[config.mk]
export PLATFORM = sky130hd
export DESIGN_NAME = memDepTop
export DESIGN_NICKNAME = d
export VERILOG_FILES = /design/src/verilog/mdpPkg.sv /design/src/verilog/mdtPortIf.sv /design/src/verilog/memDepTop.sv /design/src/verilog/memDepPredictor.sv /design/src/verilog/violationQueue.sv /design/src/verilog/mdpControl.sv /design/src/verilog/mdtInitCounter.sv /design/src/verilog/mdtRam.sv
export SDC_FILE = /design/constraint.sdc
export NUM_CORES = 1
export LEC_CHECK = 0
export BUFFER_PORTS_ARGS = -buffer_cell sky130_fd_sc_hd__buf_2
export CAP_MARGIN = 0
export CORE_ASPECT_RATIO = 0.7
export CORE_MARGIN = 4
export CORE_UTILIZATION = 43
export DETAILED_ROUTE_END_ITERATION = 12
export PLACE_DENSITY = 0.62
export SLEW_MARGIN = 20
export SYNTH_ARGS = -nofsm -noshare
export SYNTH_HDL_FRONTEND = slang
export SYNTH_SLANG_ARGS = --single-unit
[constraint.sdc]
create_clock -name clk -period 4.1 [get_ports clk]
set_clock_uncertainty 0.1 [all_clocks]
set_input_delay 0.41 -clock clk [delete_from_list [all_inputs] [get_ports clk]]
set_output_delay 0.41 -clock clk [all_outputs]
set_load 0.01 [all_outputs]
[src/verilog/mdpPkg.sv]
// Memory dependency predictor
// Shared widths and types

package mdpPkg;

    // Program counter width and instruction size
    parameter int PC_BITS    = 32;
    parameter int INSN_BYTES = 4;

    // Byte offset bits below the instruction index
    parameter int INSN_OFFSET_BITS = $clog2(INSN_BYTES);

    // Dependency table geometry
    parameter int MDT_INDEX_BITS = 6;
    parameter int MDT_ENTRIES    = 2 ** MDT_INDEX_BITS;

    // Program counter path
    typedef logic [PC_BITS-1:0] Pc;

    // Table index
    typedef logic [MDT_INDEX_BITS-1:0] MdtIndex;

    // One table entry, a sticky bit
    typedef struct packed {
        logic dependent;
    } MdtEntry;

    // Index from PC
    // Low offset bits dropped, upper bits alias onto the same entry
    function automatic MdtIndex toMdtIndex(input Pc pc);
        return pc[INSN_OFFSET_BITS +: MDT_INDEX_BITS];
    endfunction

endpackage
[src/verilog/mdtPortIf.sv]
// Dependency table port bundle

`timescale 1ns/10ps

interface mdtPortIf import mdpPkg::*; #(
    parameter int RENAME_WIDTH = 2
);

    // Read side, one port per rename slot
    MdtIndex readAddr [RENAME_WIDTH];
    MdtEntry readData [RENAME_WIDTH];

    // Single write port
    logic    writeEnable;
    MdtIndex writeAddr;
    MdtEntry writeData;

    // Address and write source
    modport predictor (
        output readAddr,
        output writeEnable,
        output writeAddr,
        output writeData,
        input  readData
    );

    // Storage side
    // Named tableSide since table is a reserved word
    modport tableSide (
        input  readAddr,
        input  writeEnable,
        input  writeAddr,
        input  writeData,
        output readData
    );

endinterface

[src/verilog/memDepTop.sv]
// Memory dependency predictor top

`timescale 1ns/10ps

module memDepTop import mdpPkg::*; #(
    parameter int RENAME_WIDTH = 2,
    parameter int QUEUE_DEPTH  = 4
) (
    input  logic clk,
    input  logic rstN,
    input  logic fetchValid,
    input  Pc    fetchPc,
    input  logic violationValid,
    input  Pc    violationPc,
    output logic predValid,
    output logic pred [RENAME_WIDTH],
    output logic ready,
    output logic creditReturn
);

    // Sequencing
    logic    clearActive;
    logic    counterEnable;
    MdtIndex clearIndex;
    logic    lastIndex;

    // Queue head
    logic drainValid;
    Pc    drainPc;
    logic drainTaken;

    mdtPortIf #(.RENAME_WIDTH(RENAME_WIDTH)) i_mdtPortIf ();

    mdpControl i_mdpControl (
        .clk           (clk),
        .rstN          (rstN),
        .lastIndex     (lastIndex),
        .counterEnable (counterEnable),
        .clearActive   (clearActive),
        .ready         (ready)
    );

    mdtInitCounter i_mdtInitCounter (
        .clk           (clk),
        .rstN          (rstN),
        .counterEnable (counterEnable),
        .clearIndex    (clearIndex),
        .lastIndex     (lastIndex)
    );

    violationQueue #(.QUEUE_DEPTH(QUEUE_DEPTH)) i_violationQueue (
        .clk            (clk),
        .rstN           (rstN),
        .violationValid (violationValid),
        .violationPc    (violationPc),
        .clearActive    (clearActive),
        .drainTaken     (drainTaken),
        .drainValid     (drainValid),
        .drainPc        (drainPc),
        .creditReturn   (creditReturn)
    );

    memDepPredictor #(.RENAME_WIDTH(RENAME_WIDTH)) i_memDepPredictor (
        .clk         (clk),
        .rstN        (rstN),
        .fetchValid  (fetchValid),
        .fetchPc     (fetchPc),
        .clearActive (clearActive),
        .clearIndex  (clearIndex),
        .drainValid  (drainValid),
        .drainPc     (drainPc),
        .drainTaken  (drainTaken),
        .predValid   (predValid),
        .pred        (pred),
        .mdt         (i_mdtPortIf.predictor)
    );

    mdtRam #(.RENAME_WIDTH(RENAME_WIDTH)) i_mdtRam (
        .clk (clk),
        .mdt (i_mdtPortIf.tableSide)
    );

endmodule

[src/verilog/memDepPredictor.sv]
// Lookup and learning datapath

`timescale 1ns/10ps

module memDepPredictor import mdpPkg::*; #(
    parameter int RENAME_WIDTH = 2
) (
    input  logic        clk,
    input  logic        rstN,
    input  logic        fetchValid,
    input  Pc           fetchPc,
    input  logic        clearActive,
    input  MdtIndex     clearIndex,
    input  logic        drainValid,
    input  Pc           drainPc,
    output logic        drainTaken,
    output logic        predValid,
    output logic        pred [RENAME_WIDTH],
    mdtPortIf.predictor mdt
);

    // Queue head taken whenever the table is free
    assign drainTaken = drainValid && !clearActive;

    // Read addresses
    always_comb begin
        for (int i = 0; i < RENAME_WIDTH; i++) begin
            if (clearActive) begin
                // Kept off the entry being cleared
                mdt.readAddr[i] = clearIndex + MdtIndex'(i + 1);
            end else begin
                // Consecutive instructions of the group
                mdt.readAddr[i] = toMdtIndex(fetchPc + Pc'(i * INSN_BYTES));
            end
        end
    end

    // Write port
    // Clearing owns it, otherwise the drained report sets its entry
    always_comb begin
        if (clearActive) begin
            mdt.writeEnable        = 1'b1;
            mdt.writeAddr          = clearIndex;
            mdt.writeData.dependent = 1'b0;
        end else begin
            mdt.writeEnable        = drainTaken;
            mdt.writeAddr          = toMdtIndex(drainPc);
            mdt.writeData.dependent = 1'b1;
        end
    end

    // Lines up with the registered table read
    always_ff @(posedge clk) begin
        if (!rstN) begin
            predValid <= 1'b0;
        end else begin
            predValid <= fetchValid && !clearActive;
        end
    end

    // Dependent bit means wait for older stores
    always_comb begin
        for (int i = 0; i < RENAME_WIDTH; i++) begin
            pred[i] = mdt.readData[i].dependent;
        end
    end

endmodule

[src/verilog/violationQueue.sv]
// Violation report queue with credit return

`timescale 1ns/10ps

module violationQueue import mdpPkg::*; #(
    parameter int QUEUE_DEPTH = 4
) (
    input  logic clk,
    input  logic rstN,
    input  logic violationValid,
    input  Pc    violationPc,
    input  logic clearActive,
    input  logic drainTaken,
    output logic drainValid,
    output Pc    drainPc,
    output logic creditReturn
);

    localparam int PTR_BITS   = (QUEUE_DEPTH > 1) ? $clog2(QUEUE_DEPTH) : 1;
    localparam int COUNT_BITS = $clog2(QUEUE_DEPTH + 1);

    // Report storage
    Pc buffer [QUEUE_DEPTH];

    logic [PTR_BITS-1:0]   wrPtr;
    logic [PTR_BITS-1:0]   rdPtr;
    logic [COUNT_BITS-1:0] count;
    logic                  enqueue;
    logic                  dequeue;

    // Wrap for depths that are not a power of two
    function automatic logic [PTR_BITS-1:0] nextPtr(input logic [PTR_BITS-1:0] ptr);
        return (ptr == PTR_BITS'(QUEUE_DEPTH - 1)) ? '0 : ptr + 1'b1;
    endfunction

    // Sender holds a credit for every report
    assign enqueue = violationValid;
    assign dequeue = drainTaken;

    always_ff @(posedge clk) begin
        if (enqueue) begin
            buffer[wrPtr] <= violationPc;
        end
    end

    always_ff @(posedge clk) begin
        if (!rstN) begin
            wrPtr <= '0;
            rdPtr <= '0;
            count <= '0;
        end else begin
            if (enqueue) begin
                wrPtr <= nextPtr(wrPtr);
            end
            if (dequeue) begin
                rdPtr <= nextPtr(rdPtr);
            end
            case ({enqueue, dequeue})
                2'b10: count <= count + 1'b1;
                2'b01: count <= count - 1'b1;
                default: count <= count;
            endcase
        end
    end

    // Head held back while the table is being cleared
    assign drainValid = (count != '0) && !clearActive;
    assign drainPc    = buffer[rdPtr];

    // One credit back per report leaving
    assign creditReturn = dequeue;

    // Full queue plus a new report means the sender overspent its credits
    creditRespected: assert property (
        @(posedge clk) disable iff (!rstN)
        violationValid |-> (count != COUNT_BITS'(QUEUE_DEPTH))
    ) else $error("violationQueue: report sent without credit");

endmodule

[src/verilog/mdpControl.sv]
// Predictor sequencing FSM

`timescale 1ns/10ps

module mdpControl (
    input  logic clk,
    input  logic rstN,
    input  logic lastIndex,
    output logic counterEnable,
    output logic clearActive,
    output logic ready
);

    // Clear walks the table, Run serves lookups
    typedef enum logic {
        Clear,
        Run
    } CtrlState;

    CtrlState state;
    CtrlState nextState;

    always_ff @(posedge clk) begin
        if (!rstN) begin
            state <= Clear;
        end else begin
            state <= nextState;
        end
    end

    // Run holds until reset
    always_comb begin
        nextState = state;
        case (state)
            Clear: begin
                if (lastIndex) begin
                    nextState = Run;
                end
            end
            Run: begin
                nextState = Run;
            end
            default: begin
                nextState = Clear;
            end
        endcase
    end

    assign clearActive = (state == Clear);
    // Counter parks on the top entry after the walk
    assign counterEnable = (state == Clear) && !lastIndex;
    assign ready = (state == Run);

    // Only reset brings the table back to clearing
    noReturnToClear: assert property (
        @(posedge clk) disable iff (!rstN) (state == Run && rstN) |=> (state == Run)
    ) else $error("mdpControl: left Run without reset");

endmodule

[src/verilog/mdtInitCounter.sv]
// Table clearing index counter

`timescale 1ns/10ps

module mdtInitCounter import mdpPkg::*; (
    input  logic    clk,
    input  logic    rstN,
    input  logic    counterEnable,
    output MdtIndex clearIndex,
    output logic    lastIndex
);

    // Walk from entry zero
    always_ff @(posedge clk) begin
        if (!rstN) begin
            clearIndex <= '0;
        end else if (counterEnable) begin
            clearIndex <= clearIndex + MdtIndex'(1);
        end
    end

    // Top entry reached
    assign lastIndex = (clearIndex == MdtIndex'(MDT_ENTRIES - 1));

endmodule

[src/verilog/mdtRam.sv]
// Dependency table storage

`timescale 1ns/10ps

module mdtRam import mdpPkg::*; #(
    parameter int RENAME_WIDTH = 2
) (
    input logic         clk,
    mdtPortIf.tableSide mdt
);

    // One sticky bit per entry
    MdtEntry mem [MDT_ENTRIES];

    // Single write port
    always_ff @(posedge clk) begin
        if (mdt.writeEnable) begin
            mem[mdt.writeAddr] <= mdt.writeData;
        end
    end

    // Registered reads
    // Result appears the cycle after the address
    always_ff @(posedge clk) begin
        for (int i = 0; i < RENAME_WIDTH; i++) begin
            mdt.readData[i] <= mem[mdt.readAddr[i]];
        end
    end

    // Write address comes from the predictor mux
    // An X here would corrupt an unknown entry
    writeAddrKnown: assert property (
        @(posedge clk) mdt.writeEnable |-> !$isunknown(mdt.writeAddr)
    ) else $error("mdtRam: write with unknown address");

endmodule

==> impl_metrics.ini <==
[status]
status = complete, no violations

[global_routing]
antenna_found_initial = 0
grt_remaining_overflow = 0
grt_pass1_vias = 3933
grt_pass1_wl_um = 22000
grt_usage_pct = 18.6
grt_max_degree = 40

[cells_and_area]
postLayoutCellArea_um2 = 6370
n_fill_cell = 1195
num_antenna_cells = 0
final_common_cell = edfxtp_1
layout-drive-gt1-share_pct = 16.9
multi_input_area_um2 = 2600
final_cell_mix = edfxtp_1 (88), nor2_1 (74), nand2_1 (46)
layout.nets = 577
layout.cells.non_filler = 689
syn_to_final_growth_pct = 9.73
register_area_um2 = 3030

[timing]
tns_ns = 0
fmax_mhz = 312
setup_slack_ns = 0.899
rsz0062_at_grt = false
tightest_slew_ns = 0.985
hold_violations = 0
period_needed_ns = 3.20
report.final.slew_viol_count = 0
finalSetupViolCount = 0
fin_crit_sh_pct = 78.1
max_slew_margin_pct = 32.5

[detailed_routing]
wl_um = 13900
via_per_inst = 5.72
drt_first_pass_iters = 5
vias = 3940
wl_per_cell_um = 20.1
drtIter0Drc = 389
drtAntennaViolNets = 0
drc_errors = 0

[worst_setup_path]
cp_max_fo = 14
cp_data_required_time_ns = 4.24
max_stage_delay_ns = 0.69
critPathKind = flop to flop
end_kind = flop
cp_slowest_cell = dfxtp_1
crit_path_start_kind = flop
path_delay_family = multiplexers
path_buf_inv = 1
path_cells = ha_1 > mux2i_4 > buf_4 > mux4_2 > a32o_1 > nor4_1 > a311oi_1 > o211a_1
worst_ep_arrival_time_ns = 3.34

[synth]
ys_seq_area_share_pct = 52.1
synth_area_um2 = 5800
synthDistinctLibCells = 64
synth-main-ff-cell = edfxtp_1
ys_async_sr_fraction_pct = 0
syn_avg_cell_area_um2 = 12.0
netlist_instances = 484
ys_seq_elements = 107
yosys_warnings = 0
syn-num-nets = 562
synth_edf_count = 88

[power]
swShare_pct = 25.6
p_comb_share_pct = 12.8
peakVddDrop_uv = 225
clkPwrFrac_pct = 37.5
p_leak_nw = 2.23
p_seq_share_pct = 49.6
p_int_w = 0.00181
p_per_area_nw_per_um2 = 382
p_switching_w = 0.000623

[hold_path]
hold_path.class = input port to flop

[die]
die-area_um2 = 15400
rows = 35
die_x_um = 147
start_util_pct = 44.0
io_pins = 73
core-area_um2 = 13200
fp.dieH_um = 105

[clocking]
cts_root_buffer = clkbuf_16
clkTransAtPathRegs_ns = 0.08
clock_path_buffers = 2
clock_sinks = 107
clock_latency_ns = 0.35
htreeDepth = 3
cts_hold_buf = 0
ctsResizeCount = 0
numCtsBuffers = 9
cts_setup_buffers = 0
cts_tree = built

[placement]
dp_hpwl_um = 9990
numPortBuffers = 20
routabilityCongestion = 0.890
dp_slack_ns = 0.901
dp.cells = 673
place_area_um2 = 6050

[flow_run]
cap_violations = 0
## power groups by stage
stage	registers [W]	logic (W)	clock network [W]
floorplan	0.00122	0.000225	0
global placement	0.00123	0.000304	0
detailed placement	0.00123	0.000310	0
CTS	0.00121	0.000310	0.000921
global route	0.00121	0.000337	0.000980
finish	0.00121	0.000312	0.000912
## final cells by class
type | instances | area share (%)
Sequential cell | 107 | 47.5
Multi-Input combinational cell | 343 | 40.9
Tap cell | 185 | 3.64
Clock buffer | 9 | 3.54
Timing Repair Buffer | 27 | 2.40
Clock inverter | 7 | 1.38
Inverter | 11 | 0.649
## worst register-to-register path: stages, from the launching register on
cell	delay, ns
dfxtp_1	0.69
ha_1	0.42
mux2i_4	0.45
buf_4	0.32
mux4_2	0.38
a32o_1	0.24
nor4_1	0.26
a311oi_1	0.07
o211a_1	0.17
## through the flow
stage / power, W / utilization (%) / hold slack [ns]
finish: 0.00243 / 48.3 / 0.174
global route: 0.00253 / 48.3 / 0.162
CTS: 0.00244 / 48.3 / 0.169
detailed placement: 0.00154 / 45.9 / 0.418
global placement: 0.00153 / 45.9 / 0.376
floorplan: 0.00145 / - / 0.365
## per-layer routing
| layer | wire length [µm] | up-vias | part of all wire, % | global-route usage [%] |
|---|---|---|---|---|
| met2 | 5870 | 135 | 42 | 26.2 |
| met3 | 986 | 16 | 7.1 | 5.03 |
| li1 | - | 1835 | - | - |
| met5 | 0 | - | 0 | 0 |
| met4 | 183 | 0 | 1.3 | 4.90 |
| met1 | 6830 | 1954 | 49 | 28.2 |
## final timing paths
path / from / to / slack, ns / cells after the start
setup / recovery: i_mdtInitCounter.clearIndex[1] / i_mdtRam.mdt.readData[1] / 0.90 / 8
hold / removal: violationPc[5] / i_violationQueue.buffer[2][5] / 0.17 / 1
setup reg to reg: i_mdtInitCounter.clearIndex[1] / i_mdtRam.mdt.readData[1] / 0.90 / 8
hold reg to reg: i_violationQueue.count[2] / i_violationQueue.count[2] / 0.42 / 2
## sequential cells by signal (all words and copies together), names as in the netlist, named ones only
name and flops:
i_mdtInitCounter.clearIndex 6, i_violationQueue.count 3, i_violationQueue.buffer 24, i_mdtRam.mdt.readData 2, i_memDepPredictor.predValid 1, i_violationQueue.rdPtr 2, i_mdtRam.mem 64, i_mdpControl.ready 1
i_violationQueue.wrPtr 2
## cells in the mapped netlist, drive strengths merged (6+ instances only)
library cell   n  area share, %
inv           11           0.71
nand2         46            3.0
buf           17            2.0
mux4          22            8.5
a21oi          6           0.78
mux2i         36            6.5
a211oi         8            1.0
o21ai          6           0.58
mux2           8            1.6
clkbuf         6           0.39
nor2          74            4.8
and2          11            1.2
nor3           6           0.52
nand3         17            1.5
nand4          6           0.65
nand2b         9           0.97
xor2          11            1.8
ha             9            1.9
dfxtp         19            6.6
edfxtp        88             46
nor2b         11            1.2
## cell families after synthesis
group                    Yosys count  synth area share, %
AO/OA/AOI/OAI                     57                 7.98
XOR/XNOR                          15                 2.39
adder cells (fa/ha/maj)           10                 2.29
buffers and inverters             34                 3.13
flip-flops                       107                 52.1
multiplexers                      66                 16.6
AND/OR/NAND/NOR                  195                 15.5
No activity file was read; power rests on OpenSTA's default activity.
